**src/dcache_pkg.sv**
```systemverilog
`default_nettype none

package dcache_pkg;

  ////////////////////
  // address layout
  ////////////////////

  localparam int addr_w = 32;
  localparam int set_bits = 4;
  localparam int tag_bits = addr_w - set_bits - 3;

  typedef logic [63:0] data_word_t;
  typedef logic [tag_bits-1:0] tag_t;
  typedef logic [set_bits-1:0] index_t;

  typedef struct packed {
    tag_t tag;
    index_t index;
    logic [2:0] offset;
  } addr_fields_t;

  // raw word for the bus, fields for the lookup
  typedef union packed {
    logic [addr_w-1:0] raw;
    addr_fields_t f;
  } cache_addr_u;

  // memory port write enable levels
  localparam logic wb_read = 1'b0;
  localparam logic wb_write = 1'b1;

endpackage

`default_nettype wire

```
**src/write_buffer.sv**
```systemverilog
`timescale 1ns/1ps
`default_nettype none

module write_buffer
  import dcache_pkg::*;
#(
  parameter int wb_depth = 2
) (
  input  logic        clock,
  input  logic        reset,
  input  logic        push,
  input  cache_addr_u push_adr,
  input  data_word_t  push_dat,
  output logic        full,
  output logic        wb_empty,
  output logic        wr_cyc,
  output logic        wr_stb,
  output cache_addr_u wr_adr,
  output data_word_t  wr_dat,
  input  logic        wr_ack
);

  localparam int ptr_w = (wb_depth > 1) ? $clog2(wb_depth) : 1;
  localparam int cnt_w = $clog2(wb_depth + 1);

  cache_addr_u      adr_q [wb_depth];
  data_word_t       dat_q [wb_depth];
  logic [ptr_w-1:0] head;
  logic [ptr_w-1:0] tail;
  logic [cnt_w-1:0] count;
  logic             pop;

  function automatic logic [ptr_w-1:0] next_ptr(input logic [ptr_w-1:0] ptr);
    if (ptr == ptr_w'(wb_depth - 1)) begin
      return '0;
    end
    return ptr + 1'b1;
  endfunction

  assign pop      = wr_ack && !wb_empty;
  assign full     = (count == cnt_w'(wb_depth));
  assign wb_empty = (count == '0);

  // head entry goes out whenever there is one
  assign wr_cyc = !wb_empty;
  assign wr_stb = !wb_empty;
  assign wr_adr = adr_q[head];
  assign wr_dat = dat_q[head];

  always_ff @(posedge clock) begin
    if (push) begin
      adr_q[tail] <= push_adr;
      dat_q[tail] <= push_dat;
    end
  end

  always_ff @(posedge clock) begin
    if (reset) begin
      head  <= '0;
      tail  <= '0;
      count <= '0;
    end else begin
      if (push) begin
        tail <= next_ptr(tail);
      end
      if (pop) begin
        head <= next_ptr(head);
      end
      case ({push, pop})
        2'b10: count <= count + 1'b1;
        2'b01: count <= count - 1'b1;
        default: count <= count;
      endcase
    end
  end

endmodule

`default_nettype wire

```
**config.mk**
```make
export PLATFORM = sky130hd
export DESIGN_NAME = write_buffer
export DESIGN_NICKNAME = d
export VERILOG_FILES = /design/src/dcache_pkg.sv /design/src/write_buffer.sv
export SDC_FILE = /design/constraint.sdc
export NUM_CORES = 1
export LEC_CHECK = 0
export ABC_AREA = 1
export BUFFER_PORTS_ARGS = -buffer_cell sky130_fd_sc_hd__buf_2
export CORE_MARGIN = 3
export CORE_UTILIZATION = 25
export CTS_CLUSTER_SIZE = 20
export DETAILED_ROUTE_END_ITERATION = 8
export GPL_TIMING_DRIVEN = 1
export PLACE_DENSITY = 0.42
export SYNTH_ARGS = -nofsm -noshare
export SYNTH_HDL_FRONTEND = slang
export SYNTH_SLANG_ARGS = --single-unit
```
**constraint.sdc**
```tcl
create_clock -name clock -period 6.6 [get_ports clock]
set_input_delay 0.33 -clock clock [delete_from_list [all_inputs] [get_ports clock]]
set_output_delay 0.33 -clock clock [all_outputs]
set_load 0.02 [all_outputs]
```
---- Yosys cells after proc, flatten, opt, wreduce, memory -nomap -nowiden ----
Memories as Yosys holds them, arrays and structs flattened. A register that Yosys moved wholly into a read port is not among the register bits.
Cells that the tools add are included.
operators by class
  add/sub/neg operators ................... 4
  $mul .................................... 0
  div/mod/pow operators ................... 0
  $lt $le $gt $ge ......................... 0
  equal/unequal tests ..................... 3
  shifts and indexed selects .............. 0
  muxes and demuxes ....................... 17
  bitwise gates (word level) .............. 0
  reduce and logical (&&, ||, !) cells .... 4
operators by type and width
  operator               number
  $mux W1                16
  $eq A2 B2 Y1 const B   2
  $pmux W2 S2            1
  $add A1 B1 Y1 const B  2
  $add A2 B1 Y2 const B  1
  $eq A2 B1 Y1 const B   1
  $logic_not A2 Y1       1
  $reduce_bool A2 Y1     1
  $sub A2 B1 Y2 const B  1
  $logic_and A1 B1 Y1    1
  $logic_not A1 Y1       1
storage, ports and cells
  bits in registers ....................... 4
  latch bits .............................. 0
  RAM bits ................................ 192
  memory bits (read-only) ................. 0
  bits of input ports ..................... 100
  output and inout port bits .............. 100
  logic and storage cells ................. 33
  memories ................................ 2
memory list
  memory  depth  bits a word  rd ports  clocked after Yosys merged registers in  write ports  RTL line            source
  dat_q   2      64           1         1                                        1            write_buffer.sv:27  data_word_t dat_q [wb_depth];
  adr_q   2      32           1         1                                        1            write_buffer.sv:26  cache_addr_u adr_q [wb_depth];

---- Longest topological paths before layout ----
  depth after elaboration ................. 8
  mapped depth ............................ 8

---- Worst setup path after synthesis ----
OpenSTA, ideal clock, no wires.
  path kind ............................... input port to flip-flop
  from .................................... input port push
  to ...................................... memory adr_q[0][0] (netlist bit), enable pin
  library setup time ...................... 0.554 ns
  arrival ................................. 4.411 ns
  path slack .............................. 1.635 ns
  cell stages on the path ................. 2
  buffers on the path ..................... 0
  path through ............................ inv_1 -> nor2_1
on the way
  cells in the longest elaborated chain, start to end .. 2
ends and longest elaborated chain
  element                        RTL line            source
  from (decl)                    write_buffer.sv:11  input logic push,
  $mux W1                        write_buffer.sv:51  if (push) begin
  $mux W1 (not written as such)  write_buffer.sv:52  adr_q[tail] <= push_adr;
  to (decl)                      write_buffer.sv:26
No other way between the ends.

==> summary.md <==
| Metric | Value |
|---|---|
| VDD IR max | `0.127 mV` |
| Total congestion overflow | `0` |
| Worst EP required | `6270 ps` |
| Final hold viol count | `0` |
| Synth Warn # | `0` |
| Hold Path Class | `input pin to flip-flop` |
| Setup TNS | `0 ps` |
| Outcome | `finished clean` |
| Routability cong. | `slightly below 0.7` |
| Least-Margin Pin Slew | `1090 ps` |
| RR Startpoint | `tail$_SDFFE_PP0P_` |
| DP HPWL | `9760 um` |
| Post-route ant nets | `0` |
| Vias | `3737` |
| Clock buffer count from CTS | `17` |
| Flop-to-flop setup slack | `4150 ps` |
| Die height | `178 um` |
| Post-route clock period utilization | `45.7%` |
| Power Density | `between 300 and 400 nW/um^2` |
| N_diodes | `0` |
| Clk sink count | `197` |
| H-Tree Depth | `4` |
| Maximum clock rate | `approximately 330 MHz` |
| Syn Nets | `approximately 440` |
| DRC viols | `0` |
| Initial Utilization | `25.6%` |
| Largest net degree at the start of global routing | `67` |
| Post-Syn Instances | `about 340` |
| Vias in the first global route | `~4100` |
| Avg Cell Area, Syn | `21.8 sq um` |
| Worst setup EP type | `primary output` |
| Yosys cell types | `17` |
| Rel. slew slack | `a little over a quarter` |
| Share of cells above drive strength 1 | `59.3%` |
| WS Path Type | `flip-flop to primary output` |
| Final Setup Violations | `0` |
| Hold_sp | `push_dat[19]` |
| Die X | `178 um` |
| Final net count | `between 600 and 700` |
| Worst setup SP type | `flip-flop` |
| Worst-path clk slew | `80 ps` |
| IO buf count | `a little under 200` |
| Cell Area, Synth | `~7400 sq um` |
| Placed instance count | `slightly above 900` |
| First-pass GRT wire length | `22500 um` |
| Clock Tree Buf Depth | `2` |
| WL/cell | `between 15 and 20 um` |
| Critical path arrival | `2690 ps` |
| Layout area overhead | `26.9%` |
| Max-cap violations | `0` |
| Number of synthesized register bits | `slightly below 200` |
| GRT Total Usage | `a little under a tenth` |
| Post_cts resized | `0` |
| Unrepaired setup endpoints after global routing | `false` |
| CTS tree | `built` |
| Clk root buf | `clkbuf_16` |
| Vias/cell | `3.96` |
| Final Max Slew Viols | `0` |
| Cts hold-fix bufs | `0` |
| I/O Pins | `200` |
| Critical-path maximum fanout | `52` |
| Pleak | `0.00353 uW` |
| Die Area | `between 30000 and 40000 sq um` |
| Final Skew | `12.5 ps` |
| Core Area | `28900 sq um` |
| Min Tclk post-route | `3020 ps` |
| Fin cells | `944` |
| DRT Pass-1 Iters | `4` |
| Final wirelength | `14800 um` |
| Post-CTS setup buffers | `0` |
| Clk Latency, worst-skew pair | `between 400 and 500 ps` |
| Initial antenna violation count | `5` |
| Iteration-0 DRC Markers | `about 140` |
| Site Rows | `62` |
| Sequential share of the synthesized area | `79.5%` |
## routing by layer
metal / GRT usage (%) / share of wire [%] / wire (um)
met5: 0 / 0.42 / 62
met4: 3.14 / 1.1 / 157
met3: 4.07 / 8.6 / 1270
met2: 15.6 / 49 / 7260
met1: 11.0 / 41 / 6040
## area by class of cell
class,instances,area (sq um)
flip-flops and latches,197,5870
multi-input cells,120,1340
clock inverters,14,183
fillers,2856,19500
well taps,384,480
clock buffers,18,429
inverters,9,36.3
repair buffers,202,1020
## flip-flops by register name (all words and copies together) (netlist names), named ones only
name	flops
dat_q	128
head	1
adr_q	64
tail	1
count	2
## Yosys cell counts
library cell,count,share of area (%)
edfxtp_1,192,78
mux2_2,56,8.6
mux2_4,40,8.1
nor2_1,12,0.61
inv_1,9,0.46
nand2_1,7,0.36
buf_2,5,0.34
dfxtp_1,5,1.4
buf_12,4,1.1
a21oi_1,1,0.068
buf_4,1,0.10
buf_6,1,0.15
buf_8,1,0.20
ha_1,1,0.17
nand4_1,1,0.085
nor3_1,1,0.068
o21ai_0,1,0.068
## cells in the final DEF (no fill, tap or decap), drive strengths merged
| cell type | instances |
|---|---|
| a21oi | 1 |
| buf | 202 |
| bufinv | 1 |
| clkbuf | 18 |
| clkinv | 4 |
| clkinvlp | 1 |
| dfxtp | 5 |
| edfxtp | 192 |
| ha | 1 |
| inv | 17 |
| mux2 | 96 |
| nand2 | 7 |
| nand4 | 1 |
| nor2 | 12 |
| nor3 | 1 |
| o21ai | 1 |
## cell families (layout without fill, tap and decap cells)
kind of cell / Yosys count / after routing / synth area share, %
AND/OR/NAND/NOR: 21 / 21 / 1.12
adder cells (fa/ha/maj): 1 / 1 / 0.170
buffers and inverters: 21 / 243 / 2.34
AO/OA/AOI/OAI: 2 / 2 / 0.136
flip-flops: 197 / 197 / 79.5
multiplexers: 96 / 96 / 16.7
## worst max-delay path: stages, from the launching register on
cell	delay (ps)
dfxtp_4	840
buf_4	740
mux2_2	450
buf_2	170
## stage by stage
| stage | util (%) | setup slack (ps) | total power (uW) | instance area [sq um] | hold WS, ps |
|---|---|---|---|---|---|
| 2_1_floorplan | - | 1630 | 1800 | 7370 | 409 |
| 3_3_place_gp | 30.3 | 3880 | 1930 | 8750 | 481 |
| 3_5_place_dp | 30.3 | 3840 | 1930 | 8750 | 503 |
| 4_1_cts | 32.4 | 3480 | 3010 | 9360 | 58.9 |
| 5_1_grt | 32.4 | 3400 | 3080 | 9360 | 56.4 |
| 6_report | 32.4 | 3580 | 2950 | 9360 | 84.1 |
## final timing paths
kind,endpoint,cells after the start
worst max-delay path,wr_dat[18],3
worst min-delay path,dat_q[0][19]$_DFFE_PP_,1
worst max register to register,dat_q[0][28]$_DFFE_PP_,2
worst min register to register,head$_SDFFE_PP0P_,2
## where the power goes
| group | switching, uW | leakage, uW | total [uW] | internal, uW |
|---|---|---|---|---|
| Sequential | 34.6 | 0.00184 | 1480 | 1450 |
| Clock | 505 | 0.000295 | 1050 | 549 |
| Combinational | 234 | 0.00139 | 411 | 177 |
| Total | 774 | 0.00353 | 2950 | 2170 |
Note: power is estimated with default switching activity, not from simulation.
