[src/dcache_pkg.sv]
`default_nettype none

package dcache_pkg;

  ////////////////////
  // address layout
  ////////////////////

  localparam int addr_w = 32;
  localparam int set_bits = 4;
  localparam int tag_bits = addr_w - set_bits - 3;

  typedef logic [63:0] data_word_t;
  typedef logic [tag_bits-1:0] tag_t;
  typedef logic [set_bits-1:0] index_t;

  typedef struct packed {
    tag_t tag;
    index_t index;
    logic [2:0] offset;
  } addr_fields_t;

  // raw word for the bus, fields for the lookup
  typedef union packed {
    logic [addr_w-1:0] raw;
    addr_fields_t f;
  } cache_addr_u;

  // memory port write enable levels
  localparam logic wb_read = 1'b0;
  localparam logic wb_write = 1'b1;

endpackage

`default_nettype wire

[src/mem_arbiter.sv]
`timescale 1ns/1ps
`default_nettype none

module mem_arbiter
  import dcache_pkg::*;
(
  input  logic              clock,
  input  logic              reset,
  input  logic              wr_cyc,
  input  logic              wr_stb,
  input  cache_addr_u       wr_adr,
  input  data_word_t        wr_dat,
  output logic              wr_ack,
  input  logic              fill_cyc,
  input  logic              fill_stb,
  input  cache_addr_u       fill_adr,
  output data_word_t        fill_dat_r,
  output logic              fill_ack,
  output logic              mem_cyc,
  output logic              mem_stb,
  output logic              mem_we,
  output logic [addr_w-1:0] mem_adr,
  output data_word_t        mem_dat_w,
  input  data_word_t        mem_dat_r,
  input  logic              mem_ack
);

  logic busy;
  logic grant_wb;
  logic wr_req;
  logic fill_req;

  assign wr_req   = wr_cyc && wr_stb;
  assign fill_req = fill_cyc && fill_stb;

  // grant only from idle, write buffer first
  always_ff @(posedge clock) begin
    if (reset) begin
      busy     <= 1'b0;
      grant_wb <= 1'b0;
    end else if (!busy) begin
      if (wr_req) begin
        busy     <= 1'b1;
        grant_wb <= 1'b1;
      end else if (fill_req) begin
        busy     <= 1'b1;
        grant_wb <= 1'b0;
      end
    end else if (mem_ack) begin
      busy <= 1'b0;
    end
  end

  assign mem_cyc   = busy;
  assign mem_stb   = busy;
  assign mem_we    = (busy && grant_wb) ? wb_write : wb_read;
  assign mem_adr   = grant_wb ? wr_adr.raw : fill_adr.raw;
  assign mem_dat_w = wr_dat;

  assign fill_dat_r = mem_dat_r;
  assign wr_ack     = busy && grant_wb && mem_ack;
  assign fill_ack   = busy && !grant_wb && mem_ack;

endmodule

`default_nettype wire

[config.mk]
export PLATFORM = sky130hd
export DESIGN_NAME = mem_arbiter
export DESIGN_NICKNAME = d
export VERILOG_FILES = /design/src/dcache_pkg.sv /design/src/mem_arbiter.sv
export SDC_FILE = /design/constraint.sdc
export NUM_CORES = 1
export LEC_CHECK = 0
export BUFFER_PORTS_ARGS = -buffer_cell sky130_fd_sc_hd__buf_2
export CAP_MARGIN = 20
export CORE_AREA = 10 10 132 134
export DETAILED_ROUTE_END_ITERATION = 10
export DIE_AREA = 0 0 142 144
export PLACE_DENSITY = 0.49
export SYNTH_ARGS = -nofsm -noshare
export SYNTH_HDL_FRONTEND = slang
export SYNTH_SLANG_ARGS = --single-unit
[constraint.sdc]
create_clock -name clock -period 2.1 [get_ports clock]
set_input_delay 0.21 -clock clock [delete_from_list [all_inputs] [get_ports clock]]
set_output_delay 0.21 -clock clock [all_outputs]
set_load 0.01 [all_outputs]
Word-level counts from Yosys, hierarchy flattened:

Index checks and enable logic that the tools add are counted.

* register bits after elaboration: 2
* input bits: 199
* output and inout bits: 165

* multiplexer cells: 8
* bitwise logic cells: 1
* reduce and logical (&&, ||, !) cells: 9

Operators with widths (number)
* $mux 32: 1
* $mux 1: 7
* $logic_and 1x1->1: 6
* $reduce_and 2->1: 1
* $reduce_bool 2->1: 1
* $logic_not 1->1: 1
* $not 1->1: 1

Longest topological paths before layout:

Gate-level depths: netlist of the first run.

* depth in word-level cells: 4
* depth in mapped cells: 3

Worst setup path before layout of the first run:

OpenSTA, ideal clock, no wires.

* kind: register to output
* from: register grant_wb
* to: output port mem_adr[22]
* data arrival time: 0.915 ns
* data required time: 1.890 ns
* setup slack: 0.975 ns
* stages on the path, launching flop included: 4
* path buffers: 2
* path through: dfxtp_1 buf_6 buf_6 mux2_4

* longest elaborated chain between the ends: 1

Ends and longest elaborated chain
* from (decl): line mem_arbiter.sv:29 `logic grant_wb;`
* from (signal assigned): line mem_arbiter.sv:40 `grant_wb <= 1'b0;`
* from (signal assigned): line mem_arbiter.sv:44 `grant_wb <= 1'b1;`
* from (signal assigned): line mem_arbiter.sv:47 `grant_wb <= 1'b0;`
* $mux 32: line mem_arbiter.sv:57 `assign mem_adr = grant_wb ? wr_adr.raw : fill_adr.raw;`
* to (decl): line mem_arbiter.sv:22 `output logic [addr_w-1:0] mem_adr,`

No other way between the ends.

Final worst setup path of the first run:

* from: register grant_wb
* to: output port mem_adr[30]

The elaborated chain is that of the path after synthesis.

==> out/metrics.csv, run 1 <==
metric;value;unit
number of distinct library cells after synthesis;15;
Fmax achieved;0.653;GHz
Worst Hold Class;input pin to register;
Area growth syn-to-layout;-10.3;%
final worst clock skew;0.00149;ns
Critical Path AT;1.32;ns
Ant. Diodes;0;
via count of the routed design;1008;
slew margin rel.;83.0;%
# hold bufs at CTS;0;
initial core utilization;10.7;%
kind of start point of the critical path;register;
fraction of synthesized area in multiplexers;28.9;%
origin of the worst setup path;grant_wb$_SDFFE_PP0P_;
layout filler cell count;1718;
final antenna-violating net count;0;
number of buffers added on ports;107;
maximum number of pins on one net before global-route repair;37;
level count of the clock H-tree;1;
met1 demand-to-capacity share in global routing;2.75;%
worst IR drop on VDD;0.000233;V
simple logic cell fraction of the synthesized area;2.43;%
area taken by multi-input logic gates;526;µm²
number of rows created at floorplan;45;
slew at the pin closest to its max-slew limit;0.255;ns
number of primary I/O pins;364;
placement-stage cell area;1360;µm²
number of global-route vias before repair;1150;
aggregate global-route resource usage;4.03;%
HPWL after detailed placement;4220;µm
Cell Count, Final, Fillers Out;343;
register-to-register setup slack;1.19;ns
final weighted congestion in routability-driven placement;0.714;
chip width;142;µm
post-synthesis cell type with the largest combined area;sky130_fd_sc_hd__buf_4;
global-route wire length before repair;6630;µm
final hold violation count;0;
most common cell after layout, fill and taps aside;sky130_fd_sc_hd__buf_2;
R2R Path End;grant_wb$_SDFFE_PP0P_;
remaining global-route overflow;0;
maximum root-to-sink buffer count;2;
clock-pin transition on the worst setup and hold timing paths;0.03;ns
top cells by area in the synthesized netlist;sky130_fd_sc_hd__buf_4 61%, sky130_fd_sc_hd__mux2_4 25%, sky130_fd_sc_hd__mux2_2 3.5%;
Clock Power Share;45.8;%
post-synthesis compound-gate area fraction;1.57;%
register share of total power;7.4;%
cell area after technology mapping;1600;µm²
CTS tree;done;
post-route design area;1430;µm²
switch share;27.0;%
Setup Crit Path Kind;register to output pin;
critical path endpoint;mem_adr[30];
sequential-to-total area share from yosys stat;2.51;%
cells resized by post-CTS repair;0;
Total Nets Final;356;
flops & latches, synth;2;
per-cell routed wire length;14.0;µm
first-pass detailed-route iteration total;4;
Ys Warns;0;
Sink Count;2;
Vias per Instance;2.94;
count of endpoints failing setup in the final report;0;
leading cell types in the layout, fill and taps excluded;107 x sky130_fd_sc_hd__buf_2, 27 x sky130_fd_sc_hd__mux2_4, 5 x sky130_fd_sc_hd__mux2_2, 3 x sky130_fd_sc_hd__clkbuf_16, 2 x sky130_fd_sc_hd__nand2_1;
max-cap viol count;0;
critical path data required time;1.89;ns
status;finished, final reports clean;
combinational fraction of design power;46.8;%
met3 track utilization from global routing;4.13;%
area share of the leading cell type in the synthesized netlist;60.7;%
die footprint;20400;µm²
max-slew violation count;0;
unrepaired setup endpoints after global routing;no;
setup bufs post-CTS;0;
busiest metal layer after global routing;met2;
dominant combinational cell family by area after synthesis;buffers and inverters;
area taken by flip-flops and latches;41.3;µm²
Clk Latency, worst-skew pair;0.22;ns
static leakage power;0.729;nW
internal power;0.460;mW
share of cells above drive strength 1;92.9;%
sort of element at the end of the critical path;output pin;
switching component of the power;0.171;mW
worst reg2reg path depth;3;
Reg-to-Reg Start;grant_wb$_SDFFE_PP0P_;
final routed DRC violation total;0;
final setup TNS;0;ns
clock period minus final worst setup slack;1.53;ns
M2 GR Usage;6.66;%
total power divided by cell area;440;nW/µm²
placed cells;340;
TritonCTS buffer count;3;
final routed wirelength across all metal layers;4810;µm
fin crit share;72.9;%
xor/xnor cell area share of the yosys netlist;0;%
post-synthesis area per instance;9.02;µm²
Core ar.;14900;µm²
drt first-iter violations;8;
peak fanout along the critical path;36;
antenna violations before repair;0;
Mapped Nets;376;
Mapped Cells;177;
die extent in y;144;µm
adder-cell area share of the yosys netlist;0;%
clock root buffer;sky130_fd_sc_hd__clkbuf_16;
## layer usage
metal	vias up	wire length [µm]
met5	-	0
met2	167	2150
met4	0	237
met1	404	1260
li1	397	-
met3	40	1170
## cells in the mapped netlist, drive strengths merged
cell type	number
buf	133
nand2b	1
a211oi	1
and3b	1
mux2	32
nand2	2
o32ai	1
and2	1
nor2	1
and3	1
a221oi	1
dfxtp	2
## flip-flops by register name, summed over array words and instances (netlist names)
name	cells
grant_wb	1
mem_cyc	1
## power by group through the flow
stage	clock network, mW	registers (mW)	logic (mW)
2_1_floorplan	0	0.0463	0.426
3_3_place_gp	0	0.0465	0.298
3_5_place_dp	0	0.0471	0.301
4_1_cts	0.292	0.0464	0.302
5_1_grt	0.297	0.0472	0.321
6_report	0.289	0.0464	0.295
## worst min path at each step
stage,slack [ns],end,cells after the start,startpoint
finish,0.19,mem_cyc$_SDFF_PP0_,2,reset
floorplan,0.29,mem_cyc$_SDFF_PP0_,1,reset
CTS,0.19,mem_cyc$_SDFF_PP0_,2,reset
global placement,0.41,mem_cyc$_SDFF_PP0_,2,reset
detailed placement,0.41,mem_cyc$_SDFF_PP0_,2,reset
global route,0.20,mem_cyc$_SDFF_PP0_,2,reset
## kinds of logic after synthesis
family | after synthesis
multiplexers | 32
flip-flops | 2
buffers and inverters | 133
AO/OA/AOI/OAI | 3
AND/OR/NAND/NOR | 7
## stage by stage
step / setup slack, ns / total power [mW] / util [%] / hold WS [ns]
6_report: 0.569 / 0.631 / 9.64 / 0.191
5_1_grt: 0.508 / 0.665 / 9.64 / 0.204
4_1_cts: 0.554 / 0.640 / 9.64 / 0.185
3_5_place_dp: 0.779 / 0.348 / 9.13 / 0.408
3_3_place_gp: 0.810 / 0.345 / 9.13 / 0.411
2_1_floorplan: 0.975 / 0.472 / - / 0.288
## final cells by class
cell class / instances / share of cell area (%)
clock buffer: 3 / 5.24
tap: 188 / 16.4
timing repair buffer: 108 / 38.8
multi-input combinational: 42 / 36.7
sequential: 2 / 2.88
## worst max-delay path, cell delays in order (launching register included)
cell and delay, ns:
sky130_fd_sc_hd__dfxtp_2 0.33, sky130_fd_sc_hd__buf_12 0.25, sky130_fd_sc_hd__mux2_2 0.37, sky130_fd_sc_hd__buf_2 0.14
(Power assumes the default switching activity.)
==> inputs of run 2 (changes only) <==
PLACE_DENSITY = 0.51   (was 0.49)
clock period = 1.3 ns   (was 2.1 ns; I/O delays follow)
==> run 2 against run 1 <==
The run now ends with negative setup slack left. Clock power is 60% higher. Routed wire length up 12%. Count of clock-buffer cells in the layout did not move. Largest power group unchanged. Combinational power rose by 130%. Highest routed layer unchanged. Final cell count increased by 1.5%. Sequential power is 76% higher. First-iteration DRC count grew 110%. Sequential share of layout area down 0.37 points.
==> out/metrics.csv, run 2 (synthesis results as in run 1) <==
metric;value;unit
TritonCTS buffer count;3;
switch share;26.5;%
count of endpoints failing setup in the final report;32;
Sink Count;2;
slew at the pin closest to its max-slew limit;0.237;ns
post-route design area;1750;µm²
slew margin rel.;84.1;%
leading cell types in the layout, fill and taps excluded;75 x sky130_fd_sc_hd__buf_2, 33 x sky130_fd_sc_hd__buf_6, 32 x sky130_fd_sc_hd__mux2_4, 3 x sky130_fd_sc_hd__clkbuf_16;
drt first-iter violations;17;
kind of start point of the critical path;register;
share of cells above drive strength 1;93.8;%
Area growth syn-to-layout;9.33;%
slack of the critical path;-0.0821;ns
fin crit share;106;%
max-slew violation count;0;
worst hold path cell count;2;
Clock Power Share;38.1;%
Worst Hold Class;input pin to register;
most common cell after layout, fill and taps aside;sky130_fd_sc_hd__buf_2;
total power divided by cell area;692;nW/µm²
placement-stage cell area;1370;µm²
# hold bufs at CTS;0;
global-route wire length before repair;7090;µm
violated checks;negative setup slack;
unrepaired setup endpoints after global routing;yes;
clock-pin transition on the worst setup and hold timing paths;0.03;ns
worst IR drop on VDD;0.000345;V
CTS tree;done;
area taken by multi-input logic gates;547;µm²
final hold violation count;0;
level count of the clock H-tree;1;
combinational fraction of design power;55.1;%
Core ar.;14900;µm²
maximum root-to-sink buffer count;2;
worst-case hold path end point;mem_cyc$_SDFF_PP0_;
die extent in y;144;µm
critical path data required time;1.17;ns
max-cap viol count;0;
Fmax achieved;0.724;GHz
per-cell routed wire length;15.6;µm
maximum number of pins on one net before global-route repair;14;
area taken by flip-flops and latches;43.8;µm²
Clk Latency, worst-skew pair;0.22;ns
sort of element at the end of the critical path;output pin;
switching component of the power;0.320;mW
status;finished with violations;
Critical Path AT;1.25;ns
clock root buffer;sky130_fd_sc_hd__clkbuf_16;
Ant. Diodes;0;
final routed DRC violation total;0;
clock period minus final worst setup slack;1.38;ns
final worst clock skew;0.00109;ns
die footprint;20400;µm²
cell-by-cell trace of the critical path;buf_8 -> mux2_4 -> buf_6;
Place WS;0.113;ns
slowest library cell on the worst path;sky130_fd_sc_hd__dfxtp_4;
startpoint of the worst hold path;reset;
final antenna-violating net count;0;
via count of the routed design;1012;
remaining global-route overflow;0;
R2R Path End;grant_wb$_SDFFE_PP0P_;
register-to-register setup slack;0.32;ns
Worst path max stage delay;0.42;ns
origin of the worst setup path;grant_wb$_SDFFE_PP0P_;
first-pass detailed-route iteration total;4;
Setup Crit Path Kind;register to output pin;
number of buffers added on ports;107;
chip width;142;µm
peak fanout along the critical path;5;
layout filler cell count;1702;
final setup TNS;-2.13;ns
number of primary I/O pins;364;
internal power;0.888;mW
initial core utilization;10.7;%
Total Nets Final;361;
final weighted congestion in routability-driven placement;0.664;
antenna violations before repair;0;
Vias per Instance;2.91;
register share of total power;6.8;%
worst reg2reg path depth;4;
number of global-route vias before repair;1104;
Reg-to-Reg Start;grant_wb$_SDFFE_PP0P_;
final routed wirelength across all metal layers;5410;µm
static leakage power;0.857;nW
number of rows created at floorplan;45;
aggregate global-route resource usage;4.57;%
[run 2: cell count changes in the layout (fill, tap and decap cells not counted), moves of 2 or more]
cell                     change
sky130_fd_sc_hd__mux2_4      +5
sky130_fd_sc_hd__buf_2      -32
sky130_fd_sc_hd__mux2_2      -5
sky130_fd_sc_hd__buf_6      +33
sky130_fd_sc_hd__buf_16      +2
[run 2: routing by layer]
layer	up-vias	global-route usage, %	share of wire, %
met4	0	3.71	5.7
met3	48	4.56	23
met5	-	0	0
met2	136	6.61	42
met1	420	3.60	29
li1	408	-	-
[run 2: critical path, delay by kind of cell (launching register included)]
kind                   cells  cell delay (ns)
flip-flops                 1             0.42
buffers and inverters      2             0.28
multiplexers               1             0.33
[run 2: final cells by class]
type	count	share of cell area, %
repair buffers	113	48.4
flip-flops and latches	2	2.51
clock buffers	3	4.30
multi-input cells	42	31.3
well taps	188	13.5
[run 2: metrics by stage]
step	hold slack [ns]	total power, mW	util, %	cells
after floorplan	0.208	0.762	-	177
after global placement	0.260	0.580	9.18	341
final	0.102	1.21	11.7	348
after global routing	0.109	1.27	11.7	348
after CTS	0.0964	1.23	11.7	348
after detailed placement	0.260	0.577	9.18	341
[run 2: worst max path at each step]
stage	end	slack, ns
global placement	mem_adr[1]	0.12
global route	mem_adr[30]	-0.13
floorplan	mem_adr[22]	0.25
CTS	mem_adr[0]	-0.11
detailed placement	mem_adr[1]	0.11
finish	mem_adr[30]	-0.08
[run 2: power by group through the flow]
stage                     sequential [mW]  combinational (mW)  clock [mW]
after floorplan                    0.0748               0.688           0
after global placement             0.0762               0.504           0
after detailed placement           0.0762               0.501           0
after CTS                          0.0819               0.673       0.472
after global routing               0.0833               0.712       0.475
final                              0.0818               0.666       0.461
[run 2: timing repair]
| item | 4_1_cts | 5_1_grt |
|---|---|---|
| gates resized for setup | 47 | 2 |
| setup endpoints to repair | 32 | 35 |
| pin swaps | 0 | 0 |
| cloned | 2 | 0 |
| buffers inserted | 2 | 0 |
