--- src/dcache_pkg.sv ---
`default_nettype none

package dcache_pkg;

  ////////////////////
  // address layout
  ////////////////////

  localparam int addr_w = 32;
  localparam int set_bits = 4;
  localparam int tag_bits = addr_w - set_bits - 3;

  typedef logic [63:0] data_word_t;
  typedef logic [tag_bits-1:0] tag_t;
  typedef logic [set_bits-1:0] index_t;

  typedef struct packed {
    tag_t tag;
    index_t index;
    logic [2:0] offset;
  } addr_fields_t;

  // raw word for the bus, fields for the lookup
  typedef union packed {
    logic [addr_w-1:0] raw;
    addr_fields_t f;
  } cache_addr_u;

  // memory port write enable levels
  localparam logic wb_read = 1'b0;
  localparam logic wb_write = 1'b1;

endpackage

`default_nettype wire

--- src/dcache_ctrl.sv ---
`timescale 1ns/1ps
`default_nettype none

module dcache_ctrl
  import dcache_pkg::*;
(
  input  logic        clock,
  input  logic        reset,
  input  logic        cpu_cyc,
  input  logic        cpu_stb,
  input  logic        cpu_we,
  input  cache_addr_u cpu_adr,
  input  data_word_t  cpu_dat_w,
  output data_word_t  cpu_dat_r,
  output logic        cpu_ack,
  output index_t      lookup_index,
  output tag_t        lookup_tag,
  input  logic        hit,
  input  logic        hit_way,
  input  data_word_t  hit_data,
  input  logic        victim_way,
  input  logic        victim_dirty,
  input  tag_t        victim_tag,
  input  data_word_t  victim_data,
  output logic        wr_en,
  output logic        wr_way,
  output logic        wr_dirty,
  output tag_t        wr_tag,
  output data_word_t  wr_data,
  output logic        touch,
  output logic        push,
  output cache_addr_u push_adr,
  output data_word_t  push_dat,
  input  logic        full,
  input  logic        wb_empty,
  output logic        fill_cyc,
  output logic        fill_stb,
  output cache_addr_u fill_adr,
  input  data_word_t  fill_dat_r,
  input  logic        fill_ack
);

  typedef enum logic [1:0] {idle, evict, refill, respond} state_t;

  state_t state;
  state_t state_next;
  logic   req;
  logic   victim_ok;
  logic   allocate;

  assign req          = cpu_cyc && cpu_stb && !cpu_ack;
  assign lookup_index = cpu_adr.f.index;
  assign lookup_tag   = cpu_adr.f.tag;

  ////////////////////
  // miss handling
  ////////////////////

  // victim can leave now
  assign victim_ok = !victim_dirty || !full;
  assign allocate  = (((state == idle) && req && !hit) || (state == evict)) && victim_ok;

  assign push     = allocate && victim_dirty;
  assign push_dat = victim_data;

  always_comb begin
    push_adr.f.tag    = victim_tag;
    push_adr.f.index  = cpu_adr.f.index;
    push_adr.f.offset = '0;
  end

  // refill waits behind the write buffer
  assign fill_cyc     = (state == refill) && wb_empty;
  assign fill_stb     = fill_cyc;
  assign fill_adr.raw = {cpu_adr.raw[addr_w-1:3], 3'b000};

  ////////////////////
  // store write port
  ////////////////////

  assign wr_en = ((state == idle) && req && hit && cpu_we) || (allocate && cpu_we) ||
                 ((state == refill) && fill_ack);
  assign wr_way   = hit ? hit_way : victim_way;
  assign wr_dirty = cpu_we;
  assign wr_tag   = cpu_adr.f.tag;
  assign wr_data  = cpu_we ? cpu_dat_w : fill_dat_r;
  assign touch    = (state == idle) && req && hit && !cpu_we;

  always_comb begin
    state_next = state;
    case (state)
      idle: begin
        if (req) begin
          if (hit || (victim_ok && cpu_we)) begin
            state_next = respond;
          end else if (!victim_ok) begin
            state_next = evict;
          end else begin
            state_next = refill;
          end
        end
      end
      evict: begin
        if (victim_ok) begin
          state_next = cpu_we ? respond : refill;
        end
      end
      refill: begin
        if (fill_ack) begin
          state_next = respond;
        end
      end
      default: state_next = idle;
    endcase
  end

  always_ff @(posedge clock) begin
    if (reset) begin
      state   <= idle;
      cpu_ack <= 1'b0;
    end else begin
      state   <= state_next;
      cpu_ack <= (state == respond);
    end
  end

  always_ff @(posedge clock) begin
    if ((state == idle) && req && hit) begin
      cpu_dat_r <= hit_data;
    end else if ((state == refill) && fill_ack) begin
      cpu_dat_r <= fill_dat_r;
    end
  end

endmodule

`default_nettype wire

--- config.mk ---
export PLATFORM = sky130hd
export DESIGN_NAME = dcache_ctrl
export DESIGN_NICKNAME = d
export VERILOG_FILES = /design/src/dcache_pkg.sv /design/src/dcache_ctrl.sv
export SDC_FILE = /design/constraint.sdc
export NUM_CORES = 1
export LEC_CHECK = 0
export CAP_MARGIN = 20
export CORE_AREA = 2 2 247 249
export DETAILED_ROUTE_END_ITERATION = 6
export DIE_AREA = 0 0 249 251
export DONT_BUFFER_PORTS = 1
export GPL_TIMING_DRIVEN = 0
export SKIP_CTS_REPAIR_TIMING = 1
export SLEW_MARGIN = 10
export SYNTH_ARGS = -nofsm -noshare
export SYNTH_HDL_FRONTEND = slang
export SYNTH_SLANG_ARGS = --single-unit
--- constraint.sdc ---
create_clock -name clock -period 3.94 [get_ports clock]
set_clock_uncertainty 0.1 [all_clocks]
set_input_delay 0.985 -clock clock [delete_from_list [all_inputs] [get_ports clock]]
set_output_delay 0.985 -clock clock [all_outputs]
set_load 0.01 [all_outputs]
Word level (Yosys, flattened, before mapping):

Index checks and enable logic that the tools add are counted.

* flip-flop bits (word level): 67
* bits of input ports: 325
* output and inout bits: 318
* word-level logic and storage cells: 46

* equality and inequality tests: 6
* mux-type cells: 11
* reduce and logical (&&, ||, !) cells: 26

Operators by type and width (count)
* 64-bit two-way mux: 3
* 1-bit logical AND: 13
* 2-bit two-way mux: 5
* 2-bit inequality test (second input constant): 3
* 2-bit one-hot mux with 3 select lines: 1
* 1-bit logical NOT: 5
* 1-bit logical OR: 5
* 2-bit equality test (second input constant): 2
* 3-bit AND reduction: 1
* 2-bit by 1-bit equality test with 1-bit output (second input constant): 1
* 2-bit logical NOT: 1
* 1-bit two-way mux: 2
* 2-bit nonzero test: 1

Logic depth before layout (Yosys ltp):

Gate-level depths: netlist of run 1.

* depth after elaboration: 9
* mapped depth: 7
* depth with buffers taken out: 5

Worst setup path before layout of run 1:

OpenSTA, ideal clock, no wires.

* path kind: input-to-reg
* from: in cpu_stb
* to: reg cpu_dat_r[0], enable pin
* library setup time: 424 ps
* arrival: 2984 ps
* required time: 3416 ps
* slack: 433 ps
* cell stages on the path: 5
* buffers on the path: 2
* path through: and4b_2 -> nand2_2 -> buf_6 -> buf_6 -> nand2_1

* word-level cells in the longest chain between the ends: 5

RTL lines
* start: declaration: line dcache_ctrl.sv:10 `input logic cpu_stb,`
* 1-bit logical AND (2 in a row): line dcache_ctrl.sv:51 `assign req = cpu_cyc && cpu_stb && !cpu_ack;`
* 1-bit logical AND (2 in a row): line dcache_ctrl.sv:128 `if ((state == idle) && req && hit) begin`
* 2-bit nonzero test (no source line)
* end signal: assignment: line dcache_ctrl.sv:129 `cpu_dat_r <= hit_data;`
* end signal: assignment: line dcache_ctrl.sv:131 `cpu_dat_r <= fill_dat_r;`
* end: declaration: line dcache_ctrl.sv:14 `output data_word_t cpu_dat_r,`

Every way passes these cells.
A chain may end at the register's enable or synchronous reset.

Worst setup path after layout of run 1:

* from: in cpu_we
* to: out wr_en

* word-level cells in the longest chain between the ends: 3
* elaborated cells on any way between the ends: 4
* those cells by class: 4 x reduce/logical

RTL lines
* start: declaration: line dcache_ctrl.sv:11 `input logic cpu_we,`
* 1-bit logical AND: line dcache_ctrl.sv:81 `assign wr_en = ((state == idle) && req && hit && cpu_we) || (allocate && cpu_we) ||`
* 1-bit logical OR * (2 in a row): line dcache_ctrl.sv:81
* end: declaration: line dcache_ctrl.sv:25 `output logic wr_en,`

Mark *: on every way between the ends. The rest lies on a longest branch, timed or not.

==> impl_metrics.yaml, run 1 <==
status:
  outcome: "finished clean"
yosys:
  register_area_share_after_synthesis: 0.374
  synth-async-reset-ratio: 0
  synth.cell_area_um2: 5310
  biggest_area_consumer_among_synthesized_cells: "edfxtp_1"
  netlist.area_leader.share: 0.362
  postSynthRegisterBits: 67
  synthTopCellsByArea: "edfxtp_1 36%, buf_4 26%, mux2_2 19%"
  synthMostInstantiatedCell: "buf_4"
  syn-instance-count: 430
  syn-mean-instance-area_um2: 12.3
  synth_ff_type: "edfxtp_1"
  synth-edff-count: 64
  synth_top_cells_by_count: "184 x buf_4, 91 x mux2_2, 64 x edfxtp_1, 38 x mux2_4, 9 x buf_2"
  post_synth_num_cell_types: 31
  yosysWarnings: 0
routing:
  vias_per_cell: 2.75
  num_vias: 3414
  drcViolationCount: 0
  dr.pass1.iters: 6
  detail_route.wirelength_um: 26100
  routedWlPerCell_um: 21.0
  ant_nets: 0
  detail_route.iter0.violations: 99
pwr:
  leakagePower_nw: 2.60
  power-per-cell-area_nw_per_um2: 426
  irDropWorstVdd_uv: 197
cells_and_area:
  count_of_filler_cells_inserted_in_the_layout: 6726
  postLayoutCellArea_um2: 6700
  drive_gt1_frac: 0.770
  multi_input_comb_area_um2: 1850
  num-nets-final: 776
  seqCellArea_um2: 1980
  area_growth_syn_to_layout_pct: 26.2
  final_cell_count_no_fill: 1241
place:
  placed_instance_count: 1218
  dp_worst_setup_slack_ns: 0.133
  detailed_place_hpwl_um: 23300
  io_buffers: 0
  placedInstanceArea_um2: 6330
  finalWeightedCongestion: 0.835
worst_hold_path:
  holdCritPathClass: "register to register"
clock_network:
  numCtsBuffers: 9
  htree_levels: 3
  cts.clk_slew.worst_paths_ns: 0.06
  ctsLongestPathBuffers: 2
  cts_root_buf: "clkbuf_16"
  insertion_delay_ns: 0.34
  cts_tree: "yes"
  clock_sinks: 67
global_route:
  grt_pass1_vias: 3514
  grt_first_pass_wirelength_um: 31700
  grt_antenna_before_repair: 9
  grt_max_degree: 39
  globalRouteTotalUtil: 0.0770
  grt_remaining_overflow: 0
timing:
  finalSetupViolCount: 0
  worst-slew-pin-transition_ns: 0.564
  hold_violations: 0
  min_period_over_period: 0.942
  fin_setup_tns_ns: 0
  slew_violations: 0
  maxSlewHeadroom: 0.624
  fmaxAchievable_mhz: 270
  whs_ns: 0.426
  finalWorstPathRequiredPeriod_ns: 3.71
  postLayoutSetupSlackWorst_ns: 0.230
  unrepaired_setup_endpoints_after_global_routing: "false"
flow_run:
  timing.max_cap.violations: 0
setup_path:
  required_ns: 2.85
  path_max_fanout: 10
  critPathKind: "primary input to output port"
  timing.critical_path.arrival_ns: 2.63
  category_of_the_worst_setup_path_capture_point: "output port"
  critPathLaunchType: "primary input"
floorplan:
  floorplan.initialDensity: 0.0887
  core_area_um2: 59800
  std_cell_rows: 90
  chipHeight_um: 251
  die-area_um2: 62500
  floorplan.die.width_um: 249
  top_level_ports: 643
==> state kept, by name (all words and copies together) (netlist names) <==
register   cells
cpu_ack        1
state          2
cpu_dat_r     64
==> cells in the final DEF, fill, tap and decap left out, types with 2 or more instances in the layout <==
cell and instances:
conb_1 6, mux2_2 91, buf_6 5, nand2_1 2, ha_1 4, bufinv_16 3, nand3_1 2, edfxtp_1 64
inv_1 4, dfxtp_1 3, buf_2 9, buf_4 184, clkbuf_16 9, nor2_1 2, mux2_4 38, nand2b_1 2
clkinv_4 2, diode_2 7, mux2i_1 2
==> worst paths after layout <==
| path | from | to | cells past startpoint | slack, ns |
|---|---|---|---|---|
| worst min-delay path | state[0]$_SDFFE_PP0P_ | state[0]$_SDFFE_PP0P_ | 2 | 0.43 |
| worst max-delay path | cpu_we | wr_en | 5 | 0.23 |
| worst max register to register | state[0]$_SDFFE_PP0P_ | cpu_dat_r[60]$_DFFE_PP_ | 8 | 1.36 |
| worst min register to register | state[0]$_SDFFE_PP0P_ | state[0]$_SDFFE_PP0P_ | 2 | 0.43 |
==> kinds of logic after synthesis <==
| logic type | synth area share |
|---|---|
| buffers and inverters | 0.283 |
| muxes | 0.304 |
| DFF | 0.374 |
| and+or+nand+nor | 0.0201 |
| AOI/OAI and AO/OA | 0.00873 |
| adders and majority gates | 0.00943 |
| other | 0.000707 |
==> critical path, stage by stage <==
cell	delay [ns]
clkbuf_1	0.22
buf_2	0.44
buf_2	0.44
o211ai_1	0.15
nand3_1	0.37
==> stage by stage <==
step,power [W],util
2_1_floorplan,0.00167,-
3_3_place_gp,0.00189,0.105
3_5_place_dp,0.00191,0.106
4_1_cts,0.00293,0.112
5_1_grt,0.00298,0.112
6_report,0.00285,0.112
==> area by class of cell <==
| type | instances | share of cell area |
|---|---|---|
| plain buffers | 199 | 0.222 |
| flip-flops and latches | 67 | 0.296 |
| repair buffers | 1 | 0.00299 |
| multi-input cells | 165 | 0.276 |
| diodes | 7 | 0.00262 |
| clock buffers | 9 | 0.0336 |
| inverters | 4 | 0.00224 |
| well taps | 782 | 0.146 |
| clock inverters | 7 | 0.0185 |
==> layer usage <==
metal / vias up / global-route usage / wire [µm] / part of all wire
li1: 1350 / - / - / -
met4: 2 / 0.0533 / 1680 / 0.064
met5: - / 0 / 18 / 0.00069
met3: 60 / 0.0245 / 2310 / 0.089
met1: 1583 / 0.0694 / 8190 / 0.31
met2: 419 / 0.146 / 13900 / 0.53
==> power breakdown <==
group | total, W | switching, W | internal (W)
logic | 0.000798 | 0.000444 | 0.000355
clock network | 0.000981 | 0.000357 | 0.000623
registers | 0.00107 | 0.000113 | 0.000960
Power figures use the tool's default switching activity.
==> run 2: changes to the inputs <==
--- a/config.mk
+++ b/config.mk
@@ -6,9 +6,9 @@
 export NUM_CORES = 1
 export LEC_CHECK = 0
 export CAP_MARGIN = 20
-export CORE_AREA = 2 2 247 249
+export CORE_AREA = 2 2 251 253
 export DETAILED_ROUTE_END_ITERATION = 6
-export DIE_AREA = 0 0 249 251
+export DIE_AREA = 0 0 253 255
 export DONT_BUFFER_PORTS = 1
 export GPL_TIMING_DRIVEN = 0
 export SKIP_CTS_REPAIR_TIMING = 1
==> run 2 against run 1 <==
First-iteration DRC count is 110% higher. Sequential share of layout area is 0.066 points lower. Global-route usage is 1.6 points lower. Critical path depth is 1 lower.
==> impl_metrics.yaml, run 2 (same netlist as run 1, synthesis figures left out) <==
floorplan:
  top_level_ports: 643
  std_cell_rows: 92
  floorplan.die.width_um: 253
  die-area_um2: 64500
  chipHeight_um: 255
  floorplan.initialDensity: 0.0853
  core_area_um2: 62200
timing:
  finalSetupViolCount: 0
  fmaxAchievable_mhz: 280
  unrepaired_setup_endpoints_after_global_routing: "false"
  min_period_over_period: 0.908
  worst-slew-pin-transition_ns: 0.805
  finalWorstPathRequiredPeriod_ns: 3.58
  slew_violations: 0
  hold_violations: 0
  whs_ns: 0.432
  maxSlewHeadroom: 0.462
cells_and_area:
  top_regs: "cpu_dat_r: 64 flops, state: 2 flops, cpu_ack: 1 flops"
  seqCellArea_um2: 1980
  area_growth_syn_to_layout_pct: 26.5
  largest-register: "cpu_dat_r"
  multi_input_comb_area_um2: 1850
  drive_gt1_frac: 0.768
  num-nets-final: 776
  layout_common_cells: "184 x buf_4, 91 x mux2_2, 64 x edfxtp_1"
  count_of_filler_cells_inserted_in_the_layout: 7055
  mostFrequentLayoutCell: "buf_4"
  max_ffs_per_register: 64
  final_cell_count_no_fill: 1259
pwr:
  share_seq_of_total_power: 0.386
  clock_power_share: 0.343
  irDropWorstVdd_uv: 189
  share_comb_of_total_power: 0.271
  power.switching_fraction: 0.307
  leakagePower_nw: 2.60
  total_power_after_layout_w: 0.00279
  net_switching_component_of_the_power_w: 0.000856
  power-per-cell-area_nw_per_um2: 416
  p_int_w: 0.00193
global_route:
  grt_first_pass_wirelength_um: 26000
  grt_remaining_overflow: 0
  grt.busiest_layer: "met2"
  globalRouteTotalUtil: 0.0608
  grt_antenna_before_repair: 7
  grt.met2_usage: 0.118
  grtUsageMet1: 0.0480
  grt_pass1_vias: 3312
  grt_util_met3: 0.0200
  grt_max_degree: 37
setup_path:
  path_buf_inv: 3
  r2r-end: "cpu_dat_r[46]$_DFFE_PP_"
  cpMaxStageDelayCell: "mux2_2"
  path_max_fanout: 10
  cp_top_family: "buffers and inverters"
  startpoint: "cpu_we"
  r2r_cells: 8
  timing.critical_path.arrival_ns: 2.49
  crit_cells: 4
  r2r_start: "state[1]$_SDFFE_PP0P_"
  max_stage_delay_ns: 0.44
  crit_path_frequent_cell: "buf_2"
  category_of_the_worst_setup_path_capture_point: "output port"
  critPathLaunchType: "primary input"
  critPathKind: "primary input to output port"
  crit_path_cell_trace: "clkbuf_1 > buf_2 > buf_2 > mux2_2"
  setup.worst_path.end: "wr_data[60]"
  required_ns: 2.85
  reg2reg_slack_ns: 1.44
place:
  detailed_place_hpwl_um: 19300
  placed_instance_count: 1235
  finalWeightedCongestion: 0.820
  io_buffers: 0
routing:
  drcViolationCount: 0
  detail_route.iter0.violations: 210
  num_vias: 3378
  vias_per_cell: 2.68
  ant_nets: 0
  routedWlPerCell_um: 17.6
  dr.pass1.iters: 4
  detail_route.wirelength_um: 22100
clock_network:
  numCtsBuffers: 9
  insertion_delay_ns: 0.34
  ctsLongestPathBuffers: 2
  cts_root_buf: "clkbuf_16"
  htree_levels: 3
  cts.clk_slew.worst_paths_ns: 0.06
  cts_tree: "yes"
  clock_sinks: 67
status:
  outcome: "finished clean"
worst_hold_path:
  hold_start: "state[0]$_SDFFE_PP0P_"
  holdCritPathClass: "register to register"
flow_run:
  timing.max_cap.violations: 0
-- run 2: metal layers --
layer | vias up | wire length, µm
met5 | - | 0
met4 | 0 | 1220
met3 | 45 | 2140
met2 | 416 | 12600
met1 | 1558 | 6160
li1 | 1359 | -
-- run 2: worst min path at each step --
stage               depth (start not counted)                    end
detailed placement                          2  state[1]$_SDFFE_PP0P_
floorplan                                   2  state[1]$_SDFFE_PP0P_
global placement                            2  state[1]$_SDFFE_PP0P_
global route                                2  state[1]$_SDFFE_PP0P_
CTS                                         2  state[1]$_SDFFE_PP0P_
finish                                      2  state[0]$_SDFFE_PP0P_
-- run 2: power by group through the flow --
stage                     combinational [W]  sequential (W)  clock (W)
after floorplan                    0.000601         0.00107          0
after global placement             0.000740         0.00111          0
after CTS                          0.000769         0.00108    0.00101
after global routing               0.000815         0.00109    0.00103
after detailed placement           0.000766         0.00110          0
final                              0.000757         0.00108   0.000956
-- run 2: through the flow --
stage | setup slack [ns] | cell area (µm²) | utilization | setup TNS (ns)
after floorplan | 0.433 | 5320 | - | 0
after global placement | -0.616 | 6320 | 0.102 | -38.89
after detailed placement | 0.374 | 6350 | 0.102 | 0
after CTS | 0.360 | 6690 | 0.108 | 0
after global routing | 0.305 | 6710 | 0.108 | 0
final | 0.363 | 6710 | 0.108 | 0
-- run 2: worst min-delay path: cells and delay by family (launching register included) --
kind	cells	cell delay (ns)
multiplexers	1	0.07
flip-flops	1	0.33
AND/OR/NAND/NOR	1	0.08
-- run 2: final cells by class --
class                   count  share of cell area
clock buffers              10              0.0341
repair buffers              1             0.00298
multi-input cells         165               0.275
flip-flops and latches     67               0.295
well taps                 799               0.149
plain buffers             199               0.221
diodes                      8             0.00298
clock inverters             6              0.0166
inverters                   4             0.00224
==> run 3: changes to the inputs <==
--- a/config.mk
+++ b/config.mk
@@ -10,7 +10,6 @@
 export DETAILED_ROUTE_END_ITERATION = 6
 export DIE_AREA = 0 0 253 255
 export DONT_BUFFER_PORTS = 1
-export GPL_TIMING_DRIVEN = 0
 export SKIP_CTS_REPAIR_TIMING = 1
 export SLEW_MARGIN = 10
 export SYNTH_ARGS = -nofsm -noshare
==> constraint.sdc (replaced) <==
create_clock -name clock -period 4.2 [get_ports clock]
set_clock_uncertainty 0.1 [all_clocks]
set_input_delay 1.05 -clock clock [delete_from_list [all_inputs] [get_ports clock]]
set_output_delay 1.05 -clock clock [all_outputs]
set_load 0.01 [all_outputs]
==> run 3 against run 2 <==
Final cell count down 16%. Hold slack worse by 0.0069 ns. Register-to-register slack better by 0.18 ns. Clock-buffer cell count down 1. Sequential power down 6%. Clock power down 10%. Power down 17%. Largest cell class unchanged.
==> impl_metrics.yaml, run 3 (same netlist as run 1, synthesis figures left out) <==
setup_path:
  path_max_fanout: 30
  crit_path_cell_trace: "and4b_2 > nand2_4 > nor2_1"
  max_stage_delay_ns: 0.41
  critPathKind: "primary input to output port"
  timing.critical_path.arrival_ns: 2.05
  cp_top_family: "simple AND/OR/NAND/NOR gates"
  cpMaxStageDelayCell: "nor2_1"
  critPathLaunchType: "primary input"
  path_buf_inv: 0
  required_ns: 3.05
  category_of_the_worst_setup_path_capture_point: "output port"
global_route:
  grt_pass1_vias: 2473
  grt_antenna_before_repair: 4
  grt_remaining_overflow: 0
  globalRouteTotalUtil: 0.0536
  grt_max_degree: 71
  grt_first_pass_wirelength_um: 22100
timing:
  finalSetupViolCount: 0
  whs_ns: 0.425
  unrepaired_setup_endpoints_after_global_routing: "false"
  min_period_over_period: 0.762
  fin_setup_tns_ns: 0
  fmaxAchievable_mhz: 312
  maxSlewHeadroom: 0.425
  postLayoutSetupSlackWorst_ns: 0.999
  finalWorstPathRequiredPeriod_ns: 3.20
  hold_violations: 0
  worst-slew-pin-transition_ns: 0.863
  slew_violations: 0
clock_network:
  cts_root_buf: "clkbuf_16"
  clock_sinks: 67
  insertion_delay_ns: 0.34
  ctsLongestPathBuffers: 2
  cts.clk_slew.worst_paths_ns: 0.06
  cts_tree: "yes"
  numCtsBuffers: 9
  htree_levels: 3
routing:
  dr.pass1.iters: 4
  detail_route.wirelength_um: 19400
  num_vias: 2488
  drcViolationCount: 0
  vias_per_cell: 2.35
  routedWlPerCell_um: 18.4
  detail_route.iter0.violations: 166
  ant_nets: 0
pwr:
  power-per-cell-area_nw_per_um2: 446
  irDropWorstVdd_uv: 177
  total_power_after_layout_w: 0.00232
  leakagePower_nw: 1.65
floorplan:
  std_cell_rows: 92
  top_level_ports: 643
  chipHeight_um: 255
  floorplan.initialDensity: 0.0853
  core_area_um2: 62200
  die-area_um2: 64500
  floorplan.die.width_um: 253
cells_and_area:
  top_regs: "cpu_dat_r: 64 flops, state: 2 flops, cpu_ack: 1 flops"
  layout_common_cells: "91 x mux2_2, 64 x edfxtp_1, 38 x mux2_4"
  max_ffs_per_register: 64
  utilization: 0.0839
  drive_gt1_frac: 0.594
  largest-register: "cpu_dat_r"
  area_growth_syn_to_layout_pct: -1.72
  num-nets-final: 578
  mostFrequentLayoutCell: "mux2_2"
place:
  finalWeightedCongestion: 0.617
  dp_worst_setup_slack_ns: 0.912
  io_buffers: 0
  detailed_place_hpwl_um: 16200
worst_hold_path:
  holdCritPathClass: "register to register"
status:
  outcome: "finished clean"
flow_run:
  timing.max_cap.violations: 0
## run 3: final timing paths
path	from	endpoint	slack, ns	cells past startpoint
setup reg to reg	state[0]$_SDFFE_PP0P_	cpu_dat_r[54]$_DFFE_PP_	1.62	6
hold / removal	state[0]$_SDFFE_PP0P_	state[0]$_SDFFE_PP0P_	0.42	2
setup / recovery	cpu_stb	touch	1.0	3
hold reg to reg	state[0]$_SDFFE_PP0P_	state[0]$_SDFFE_PP0P_	0.42	2
## run 3: layout make-up
cell class,count,area (µm²)
diodes,4,10.0
clock buffers,9,225
clock inverters,7,101
fillers,7112,56900
inverters,4,15.0
multi-input cells,165,1850
flip-flops and latches,67,1980
well taps,799,1000
repair buffers,2,27.5
## run 3: worst register-to-register path, delay by kind of cell, from the launching register on
kind          cells  cell delay, ns
buf+inv           2            0.76
simple gates      3            0.76
flops             1            0.34
fa+ha+maj         1            0.21
## run 3: through the flow
step	std cells	area, µm²
finish	1057	5210
global placement	1037	4880
CTS	1053	5200
detailed placement	1037	4880
global route	1057	5210
floorplan	435	5320
## run 3: routing by layer
metal	wire length (µm)	up-vias	GRT usage
met1	4270	1077	0.0318
li1	-	953	-
met2	10700	370	0.104
met4	1310	0	0.0463
met3	3100	88	0.0365
met5	0	-	0
## run 3: where the power goes
group / switching, W / internal, W / total, W
Combinational: 0.000251 / 0.000201 / 0.000452
Clock: 0.000332 / 0.000525 / 0.000857
Sequential: 0.000110 / 0.000904 / 0.00101
